`src/screenPkg.sv`:
```
//****************************************
// screen geometry and colours, RGB565
// x runs to 240, y fits in 8 bits
// digits are drawn from a base corner
// with the segment offsets below
//****************************************
package screenPkg;

    localparam int screenWidth  = 240;
    localparam int buttonHeight = 90;
    localparam int buttonWidth  = 40;
    localparam int marginHeight = 20;
    localparam int marginWidth  = 25;
    localparam int space        = 10;

    localparam int labelInset = 10;     // label digit rows into the button
    localparam int ringWidth  = 5;      // highlight grows this much per side

    // lower row holds display digit and stage lights
    localparam int displayX = screenWidth - (marginWidth + buttonWidth + marginWidth);
    localparam int lowerY   = marginHeight + buttonHeight + marginHeight;

    // segment bar offsets from the digit base
    localparam int segColNear   = 10;
    localparam int segColFar    = 30;
    localparam int segRowBottom = 25;   // bar lit for 2 and 3
    localparam int segRowMid    = 45;   // bar lit for 2, 3 and 4
    localparam int segRowTop    = 65;

    typedef struct packed {
        logic       display;
        logic       button;
        logic [3:0] label;
        logic       stage;
        logic       highlight;
        logic       solvedTint;
        logic [2:0] reserved;   // always zero
    } memLayers;

    localparam logic [15:0] colBackground = 16'h0000;
    localparam logic [15:0] colButton     = 16'hBDF7;
    localparam logic [15:0] colLabel      = 16'h18E3;
    localparam logic [15:0] colDisplay    = 16'hFFFF;
    localparam logic [15:0] colStage      = 16'h07E0;
    localparam logic [15:0] colHighlight  = 16'hFFE0;
    localparam logic [15:0] colSolved     = 16'h9772;

endpackage

```
`src/memGamePkg.sv`:
```
//****************************************
// game state types for the memory panel
// digits are 2-bit codes, value v shows v+1
// label index 0 is the right-hand button
// one puzzle holds all five stages at once
//****************************************
package memGamePkg;

    localparam int numStages  = 5;
    localparam int numButtons = 4;

    typedef logic [1:0] memDigit;   // 0..3 shown as 1..4

    // whole puzzle, loaded in one go
    typedef struct packed {
        memDigit [numStages-1:0]                   display;
        memDigit [numStages-1:0][numButtons-1:0]   labels;
    } memPuzzle;

    // what was pressed in one stage
    typedef struct packed {
        logic [1:0] position;   // button index, 0 = right-hand
        memDigit    label;
    } memPress;

    // state handed to the pixel side
    typedef struct packed {
        logic [2:0]                 stage;
        logic [1:0]                 cursor;
        memDigit                    shownDigit;
        memDigit [numButtons-1:0]   shownLabels;
        logic                       solved;
    } memStatus;

endpackage
```
`src/memGameTop.sv`:
```
//****************************************
// memory game module top
// x and y come from an external scan
// pixelColor lags x and y by two cycles
//****************************************
`timescale 1ns/1ps

module memGameTop (
    input  logic                 clk,
    input  logic                 nrst,
    input  logic [8:0]           x,
    input  logic [7:0]           y,
    input  logic                 loadPuzzle,
    input  memGamePkg::memPuzzle puzzle,
    input  logic                 moveLeft,
    input  logic                 moveRight,
    input  logic                 select,
    output logic [15:0]          pixelColor,
    output logic                 strike,
    output logic                 solved
);
    import memGamePkg::*;
    import screenPkg::*;

    memStatus status;
    memLayers layers;

    memGameRules i_memGameRules (
        .clk        (clk),
        .nrst       (nrst),
        .loadPuzzle (loadPuzzle),
        .puzzle     (puzzle),
        .moveLeft   (moveLeft),
        .moveRight  (moveRight),
        .select     (select),
        .status     (status),
        .strike     (strike)
    );

    memPixelGen i_memPixelGen (
        .clk    (clk),
        .nrst   (nrst),
        .x      (x),
        .y      (y),
        .status (status),
        .layers (layers)
    );

    memPixelColor i_memPixelColor (
        .clk        (clk),
        .nrst       (nrst),
        .layers     (layers),
        .pixelColor (pixelColor)
    );

    assign solved = status.solved;  // level straight from the rules register

endmodule

```
`src/memPixelColor.sv`:
```
//****************************************
// layer merge to one RGB565 colour
// one register stage
// digits over buttons over ring over
// stage lights over background
//****************************************
`timescale 1ns/1ps

module memPixelColor (
    input  logic                clk,
    input  logic                nrst,
    input  screenPkg::memLayers layers,
    output logic [15:0]         pixelColor
);
    import screenPkg::*;

    logic [15:0] nextColor;

    always_comb begin
        if (layers.label != 4'd0) begin
            nextColor = colLabel;
        end else if (layers.display) begin
            nextColor = colDisplay;
        end else if (layers.button) begin
            // whole button face turns when the module is solved
            nextColor = layers.solvedTint ? colSolved : colButton;
        end else if (layers.highlight) begin
            nextColor = colHighlight;
        end else if (layers.stage) begin
            nextColor = colStage;
        end else begin
            nextColor = colBackground;
        end
    end

    always_ff @(posedge clk) begin
        if (!nrst) begin
            pixelColor <= colBackground;
        end else begin
            pixelColor <= nextColor;
        end
    end

endmodule

```
`src/memPixelGen.sv`:
```
//****************************************
// layer hit detection for the memory panel
// one register stage, x and y to layers
// button 0 sits at the right-hand margin
// stage lights use the column of button 3
//****************************************
`timescale 1ns/1ps

module memPixelGen (
    input  logic                 clk,
    input  logic                 nrst,
    input  logic [8:0]           x,
    input  logic [7:0]           y,
    input  memGamePkg::memStatus status,
    output screenPkg::memLayers  layers
);
    import memGamePkg::*;
    import screenPkg::*;

    memLayers hit;
    int       px;
    int       py;

    assign px = int'(x);
    assign py = int'(y);

    // horizontal bar, right end at sco, 5 rows from spo
    function automatic logic hBar(input int cx, input int cy, input int sco, input int spo);
        return (((cy == spo) || (cy == spo + 4)) && (cx <= sco - 2) && (cx >= sco - 17))
            || (((cy == spo + 1) || (cy == spo + 3)) && (cx <= sco - 1) && (cx >= sco - 18))
            || ((cy == spo + 2) && (cx <= sco) && (cx >= sco - 19));
    endfunction

    // vertical bar, 5 columns left of sco, 20 rows from spo
    function automatic logic vBar(input int cx, input int cy, input int sco, input int spo);
        return (((cx == sco) || (cx == sco - 4)) && (cy >= spo + 2) && (cy <= spo + 17))
            || (((cx == sco - 1) || (cx == sco - 3)) && (cy >= spo + 1) && (cy <= spo + 18))
            || ((cx == sco - 2) && (cy >= spo) && (cy <= spo + 19));
    endfunction

    function automatic logic [6:0] digitSegs(input memDigit d);
        case (d)
            2'd0:    return 7'b0000110;    // one
            2'd1:    return 7'b1011011;    // two
            2'd2:    return 7'b1001111;
            2'd3:    return 7'b1100110;
            default: return 7'b0000000;
        endcase
    endfunction

    function automatic logic drawDigit(
        input int         cx,
        input int         cy,
        input int         baseX,
        input int         baseY,
        input logic [6:0] segs
    );
        logic on;
        on = 1'b0;
        if (segs[6]) on |= hBar(cx, cy, baseX - segColNear, baseY + segRowMid);
        if (segs[5]) on |= vBar(cx, cy, baseX - segColNear, baseY + segRowMid);
        if (segs[4]) on |= vBar(cx, cy, baseX - segColNear, baseY + segRowBottom);
        if (segs[3]) on |= hBar(cx, cy, baseX - segColNear, baseY + segRowBottom);
        if (segs[2]) on |= vBar(cx, cy, baseX - segColFar, baseY + segRowBottom);
        if (segs[1]) on |= vBar(cx, cy, baseX - segColFar, baseY + segRowMid);
        if (segs[0]) on |= hBar(cx, cy, baseX - segColNear, baseY + segRowTop);
        return on;
    endfunction

    // right edge of button i
    function automatic int btnRight(input int i);
        return screenWidth - (marginWidth + i * (buttonWidth + space));
    endfunction

    always_comb begin
        hit = '0;

        for (int i = 0; i < numButtons; i++) begin
            if (px < btnRight(i) && px > btnRight(i) - buttonWidth
                && py > marginHeight && py < marginHeight + buttonHeight) begin
                hit.button = 1'b1;
            end
            hit.label[i] = drawDigit(px, py, btnRight(i), marginHeight + labelInset,
                                     digitSegs(status.shownLabels[i]));
        end

        hit.display = drawDigit(px, py, displayX, lowerY, digitSegs(status.shownDigit));

        // ring around the cursor button
        if (px < btnRight(int'(status.cursor)) + ringWidth
            && px > btnRight(int'(status.cursor)) - buttonWidth - ringWidth
            && py > marginHeight - ringWidth
            && py < marginHeight + buttonHeight + ringWidth) begin
            hit.highlight = 1'b1;
        end

        if (px < btnRight(numButtons - 1) && px > btnRight(numButtons - 1) - buttonWidth) begin
            for (int i = 0; i < numStages; i++) begin
                if (i <= int'(status.stage)
                    && py > lowerY + i * (space + space)
                    && py < lowerY + i * (space + space) + space) begin
                    hit.stage = 1'b1;
                end
            end
        end

        hit.solvedTint = status.solved;
    end

    always_ff @(posedge clk) begin
        if (!nrst) begin
            layers <= '0;
        end else begin
            layers <= hit;
        end
    end

endmodule

```
`src/memGameRules.sv`:
```
//****************************************
// memory game rules and state
// select is judged at the old cursor
// loadPuzzle wins over every other input
// selects while solved are ignored
// labels in one stage should be distinct
//****************************************
`timescale 1ns/1ps

module memGameRules (
    input  logic                 clk,
    input  logic                 nrst,
    input  logic                 loadPuzzle,
    input  memGamePkg::memPuzzle puzzle,
    input  logic                 moveLeft,
    input  logic                 moveRight,
    input  logic                 select,
    output memGamePkg::memStatus status,
    output logic                 strike
);
    import memGamePkg::*;

    memPuzzle                 puzzleReg;
    memPress [numStages-1:0]  history;
    logic [2:0]               stage;
    logic [1:0]               cursor;
    logic                     solved;
    memDigit                  digit;
    memDigit [numButtons-1:0] labels;
    logic [1:0]               target;
    logic                     correct;

    // index of the button carrying a given label
    function automatic logic [1:0] findLabel(
        input memDigit [numButtons-1:0] row,
        input memDigit                  want
    );
        logic [1:0] idx;
        idx = 2'd0;
        for (int i = numButtons - 1; i >= 0; i--) begin
            if (row[i] == want) begin
                idx = 2'(i);
            end
        end
        return idx;
    endfunction

    assign digit  = puzzleReg.display[stage];
    assign labels = puzzleReg.labels[stage];

    // correct button for this stage
    always_comb begin
        target = 2'd0;
        case (stage)
            3'd0: begin
                case (digit)
                    2'd0, 2'd1: target = 2'd1;
                    2'd2:       target = 2'd2;
                    default:    target = 2'd3;
                endcase
            end
            3'd1: begin
                case (digit)
                    2'd0:    target = findLabel(labels, 2'd3);  // labelled 4
                    2'd2:    target = 2'd0;
                    default: target = history[0].position;
                endcase
            end
            3'd2: begin
                case (digit)
                    2'd0:    target = findLabel(labels, history[1].label);
                    2'd1:    target = findLabel(labels, history[0].label);
                    2'd2:    target = 2'd2;
                    default: target = findLabel(labels, 2'd3);
                endcase
            end
            3'd3: begin
                case (digit)
                    2'd0:    target = history[0].position;
                    2'd1:    target = 2'd0;
                    default: target = history[1].position;
                endcase
            end
            default: begin
                case (digit)
                    2'd0:    target = findLabel(labels, history[0].label);
                    2'd1:    target = findLabel(labels, history[1].label);
                    2'd2:    target = findLabel(labels, history[3].label);
                    default: target = findLabel(labels, history[2].label);
                endcase
            end
        endcase
    end

    assign correct = (cursor == target);

    always_ff @(posedge clk) begin
        if (!nrst) begin
            stage  <= 3'd0;
            cursor <= 2'd0;
            solved <= 1'b0;
            strike <= 1'b0;
        end else begin
            strike <= 1'b0;
            if (loadPuzzle) begin
                stage  <= 3'd0;
                cursor <= 2'd0;
                solved <= 1'b0;
            end else begin
                // cursor saturates at both ends
                if (moveLeft && !moveRight && cursor != 2'd3) begin
                    cursor <= cursor + 2'd1;
                end else if (moveRight && !moveLeft && cursor != 2'd0) begin
                    cursor <= cursor - 2'd1;
                end
                if (select && !solved) begin
                    if (!correct) begin
                        strike <= 1'b1;
                        stage  <= 3'd0;     // back to the start
                    end else if (stage == 3'(numStages - 1)) begin
                        solved <= 1'b1;     // stage stays on the last one
                    end else begin
                        stage <= stage + 3'd1;
                    end
                end
            end
        end
    end

    // puzzle and press history
    always_ff @(posedge clk) begin
        if (loadPuzzle) begin
            puzzleReg <= puzzle;
            history   <= '0;
        end else if (select && !solved && correct) begin
            history[stage] <= '{position: cursor, label: labels[cursor]};
        end
    end

    assign status = '{
        stage:       stage,
        cursor:      cursor,
        shownDigit:  digit,
        shownLabels: labels,
        solved:      solved
    };

endmodule

```
`config.mk`:
```
export PLATFORM = sky130hd
export DESIGN_NAME = memGameTop
export DESIGN_NICKNAME = d
export VERILOG_FILES = /design/src/screenPkg.sv /design/src/memGamePkg.sv /design/src/memGameTop.sv /design/src/memPixelColor.sv /design/src/memPixelGen.sv /design/src/memGameRules.sv
export SDC_FILE = /design/constraint.sdc
export NUM_CORES = 1
export LEC_CHECK = 0
export BUFFER_PORTS_ARGS = -buffer_cell sky130_fd_sc_hd__buf_4
export CAP_MARGIN = 5
export CORE_ASPECT_RATIO = 1.25
export CORE_MARGIN = 1.5
export CORE_UTILIZATION = 24
export CTS_CLUSTER_DIAMETER = 50
export CTS_CLUSTER_SIZE = 12
export DETAILED_ROUTE_END_ITERATION = 8
export SETUP_SLACK_MARGIN = 0.02
export SLEW_MARGIN = 20
export SYNTH_ARGS = -nofsm -noshare
export SYNTH_HDL_FRONTEND = slang
export SYNTH_SLANG_ARGS = --single-unit
```
`constraint.sdc`:
```
create_clock -name clk -period 8.3 [get_ports clk]
set_input_delay 0.415 -clock clk [delete_from_list [all_inputs] [get_ports clk]]
set_output_delay 0.415 -clock clk [all_outputs]
set_load 0.05 [all_outputs]
```
==> results_tabular.tex <==
\begin{tabular}{lr}
\hline
Metric & Value \\
\hline
\multicolumn{2}{l}{\textbf{Run status}} \\
\quad Run status & finished with violations \\
\quad Violations in the final reports & design-rule violations \\
\multicolumn{2}{l}{\textbf{Critical path}} \\
\quad Buffers and inverters on the worst path & 1 \\
\quad Largest fanout on the critical path & 36 \\
\quad Slowest stage cell, crit path & dfxtp\_2 \\
\quad Critical path data arrival time & between 5 and 6 ns \\
\quad Largest delay contributor family on the critical path & simple AND/OR/NAND/NOR gates \\
\quad Data required time at the worst endpoint & around 8.6 ns \\
\quad Stage delay of the slowest cell on the critical path & 0.90 ns \\
\quad Critical path startpoint category & flip-flop \\
\quad Cell repeated most along the worst path & mux2i\_1 \\
\quad Critical path class & reg -> reg \\
\quad List of cells traversed by the critical path & mux2i\_1 > nor2\_1 > nor3\_1 > inv\_1 > ha\_1 > nor2b\_1 > o21bai\_1 > mux4\_2 > o221a\_2 > and2\_1 > a32oi\_2 > and4\_4 > mux2i\_1 \\
\quad Element type at the critical path end & flip-flop \\
\multicolumn{2}{l}{\textbf{Synthesis}} \\
\quad Post-synthesis cell area & 8030 um2 \\
\quad Average size of a mapped cell & 8.41 um2 \\
\quad Count leader, synth & nor2\_1 \\
\quad Number of register bits inferred by synthesis & 92 \\
\quad Top post-synthesis cells by area & edfxtp\_1 (19\%), dfxtp\_1 (10\%), ha\_1 (8.6\%), nor2\_1 (3.7\%), a21oi\_1 (3.6\%) \\
\quad Main flop type after synthesis & edfxtp\_1 \\
\quad Top cells by instance count after synthesis & nor2\_1 (79), nand2\_1 (68), a21oi\_1 (58), ha\_1 (55), edfxtp\_1 (50) \\
\quad Syn Nets & between 1000 and 1500 \\
\quad Share of synthesized flip-flops with an asynchronous set or reset & 0\% \\
\quad Number of flops mapped to enable cells by yosys & 50 \\
\quad Area share of the leading cell type in the synthesized netlist & 18.7\% \\
\quad Cell accounting for the most synthesized area & edfxtp\_1 \\
\quad Sequential fraction of the synthesis area & 29.2\% \\
\quad Yosys warnings & 0 \\
\quad Number of instances in the synthesized netlist & 954 \\
\quad Yosys cell types & a little under 90 \\
\multicolumn{2}{l}{\textbf{Detailed routing}} \\
\quad Via count normalized by instance count & approximately 5.4 \\
\quad Routed vias & 7677 \\
\quad Initial DRC count & about 800 \\
\quad Number of remaining DRC errors & 3 \\
\quad Average detailed-routed wire length per instance & 18.3 um \\
\quad Number of nets with antenna violations after detailed routing & 0 \\
\quad Detailed-routing iteration count for the pre-antenna-repair pass & 7 \\
\quad Detailed-route wire length & 25900 um \\
\multicolumn{2}{l}{\textbf{Placement}} \\
\quad Port-buffer cells & 90 \\
\quad Post-Place Worst Slack & about 3.6 ns \\
\quad Placer congestion estimate & around 0.92 \\
\quad Area after DPL & between 8000 and 9000 um2 \\
\quad Number of instances in the placed design & 1399 \\
\quad Placed wire-length estimate & between 15000 and 20000 um \\
\multicolumn{2}{l}{\textbf{STA}} \\
\quad Max Clock Freq & 0.212 GHz \\
\quad Slew Viols, Final & 0 \\
\quad RSZ-0062 raised after global routing & no \\
\quad Actual transition at the worst max-transition pin & 1.16 ns \\
\quad Worst rel slew slack & a little under a quarter \\
\quad Final Critical Period & 4.72 ns \\
\quad Worst path setup slack after routing & $\sim$3.6 ns \\
\quad Setup TNS & 0 ns \\
\quad Number of endpoints with negative hold slack in the final report & 0 \\
\quad Period utilisation layout & about 57\% \\
\quad Clock skew after layout & about 0.012 ns \\
\quad Final setup violation count & 0 \\
\multicolumn{2}{l}{\textbf{Floorplanning}} \\
\quad Die W & around 170 um \\
\quad Area of the die & between 30000 and 40000 um2 \\
\quad Height of the die & approximately 210 um \\
\quad Placeable core area & 32800 um2 \\
\quad Effective utilization at floorplan & 24.5\% \\
\quad Standard-cell rows & 74 \\
\quad Count of pins on the block boundary & 91 \\
\multicolumn{2}{l}{\textbf{Clock tree}} \\
\quad CTS Sinks & 92 \\
\quad Clock transition at path regs & about 0.070 ns \\
\quad Clock buffer count from CTS & 9 \\
\quad Number of buffers inserted to repair setup after CTS & 0 \\
\quad Buffer depth of the longest clock path & 2 \\
\quad TritonCTS clock tree & built \\
\quad \# hold bufs at CTS & 0 \\
\quad CTS resizes & 0 \\
\quad Clk Latency, worst-skew pair & 0.36 ns \\
\quad Htree depth & 3 \\
\quad Root buf cell & clkbuf\_16 \\
\multicolumn{2}{l}{\textbf{Job}} \\
\quad Count of max-cap constraint violations & 0 \\
\multicolumn{2}{l}{\textbf{Global route}} \\
\quad Number of global-route vias before repair & just over 7000 \\
\quad Largest net degree at the start of global routing & 40 \\
\quad Overall fraction of global-route tracks in use & $\sim$15\% \\
\quad Remaining global-route overflow & 0 \\
\quad Wire length of the first global-routing pass & slightly above 40000 um \\
\quad Number of antenna violations at the first check in global routing & 0 \\
\multicolumn{2}{l}{\textbf{Layout}} \\
\quad Area delta synth->final & 15.3\% \\
\quad Final nets & 1120 \\
\quad Ant diodes & 0 \\
\quad Final std cells w/o fill & $\sim$1400 \\
\quad Final instance area & 9250 um2 \\
\quad Share of final-layout standard cells stronger than drive strength 1 & between 10\% and 20\% \\
\quad Final Core Density & 28.2\% \\
\multicolumn{2}{l}{\textbf{Power and ir drop}} \\
\quad Pwr dens & $\sim$130 nW/um2 \\
\quad VDD IR max & 143 uV \\
\quad Lkg Pwr & about 3.5 nW \\
\multicolumn{2}{l}{\textbf{Worst hold path}} \\
\quad Class of the most critical hold timing path & in -> reg \\
\hline
\end{tabular}
[layout by cell type (no fill, tap or decap), types with 34 or more instances in the layout]
cell       n
buf_4     93
nor2_1    79
nand2_1   68
a21oi_1   58
ha_1      55
edfxtp_1  50
o21ai_0   44
dfxtp_1   41
nand2b_1  38
inv_1     35
nor3_1    34
[worst reg2reg max path, delay by kind of cell, from the launching register on]
| family | cells | cell delay, ns |
|---|---|---|
| buffers and inverters | 1 | 0.19 |
| adders and majority gates | 1 | 0.25 |
| DFF | 1 | 0.90 |
| and+or+nand+nor | 5 | 1.23 |
| muxes | 3 | 1.11 |
| AOI/OAI and AO/OA | 3 | 0.96 |
[flip-flops by register name, summed over array words and instances, names as in the netlist]
signal and count:
i_memGameRules.puzzleReg 50, i_memPixelColor.pixelColor 14, i_memGameRules.history 12, i_memPixelGen.layers 9, i_memGameRules.stage 3, i_memGameRules.cursor 2
i_memGameRules.solved 1, i_memGameRules.strike 1
[logic make-up after synthesis]
| family | Yosys count | share of synthesized area, % |
|---|---|---|
| AOI/OAI and AO/OA | 283 | 25.1 |
| adders and majority gates | 55 | 8.57 |
| xor gates and xnor gates | 11 | 1.20 |
| DFF | 92 | 29.2 |
| muxes | 37 | 5.38 |
| and+or+nand+nor | 374 | 25.1 |
| buffers and inverters | 102 | 5.41 |
[path summary, 6_finish.rpt]
kind	from	to	slack, ns	cells past startpoint
worst max register to register	i_memGameRules.stage[1]	i_memGameRules.history[6]	3.58	13
worst max-delay path	i_memGameRules.stage[1]	i_memGameRules.history[6]	3.58	13
worst min-delay path	puzzle[49]	i_memGameRules.puzzleReg[49]	0.23	1
worst min register to register	i_memGameRules.history[7]	i_memGameRules.history[7]	0.48	2
[power breakdown]
part / internal (mW) / leakage [nW] / switching [mW]
clock: 0.231 / 0.149 / 0.178
combinational: 0.103 / 2.49 / 0.172
sequential: 0.506 / 0.829 / 0.0102
[cell type report]
cell class	count	area (um2)
Clock buffer	12	268
Clock inverter	4	28.8
Fill cell	3576	23500
Inverter	36	135
Multi-Input combinational cell	760	5260
Sequential cell	92	2340
Tap cell	418	523
Timing Repair Buffer	93	698
[metal layers]
layer  global-route usage [%]  share of wire (%)  wire [um]
met1                     17.4                 40      10500
met2                     26.7                 51      13100
met3                     1.75                4.7       1230
met4                     7.40                4.3       1100
met5                        0                  0          0
[through the flow]
stage          hold slack (ns)  total power [mW]
2_1_floorplan            0.449             0.702
3_3_place_gp             0.469             0.797
3_5_place_dp             0.469             0.798
4_1_cts                  0.217              1.21
5_1_grt                  0.216              1.26
6_report                 0.232              1.20
Power figures use the tool's default switching activity.
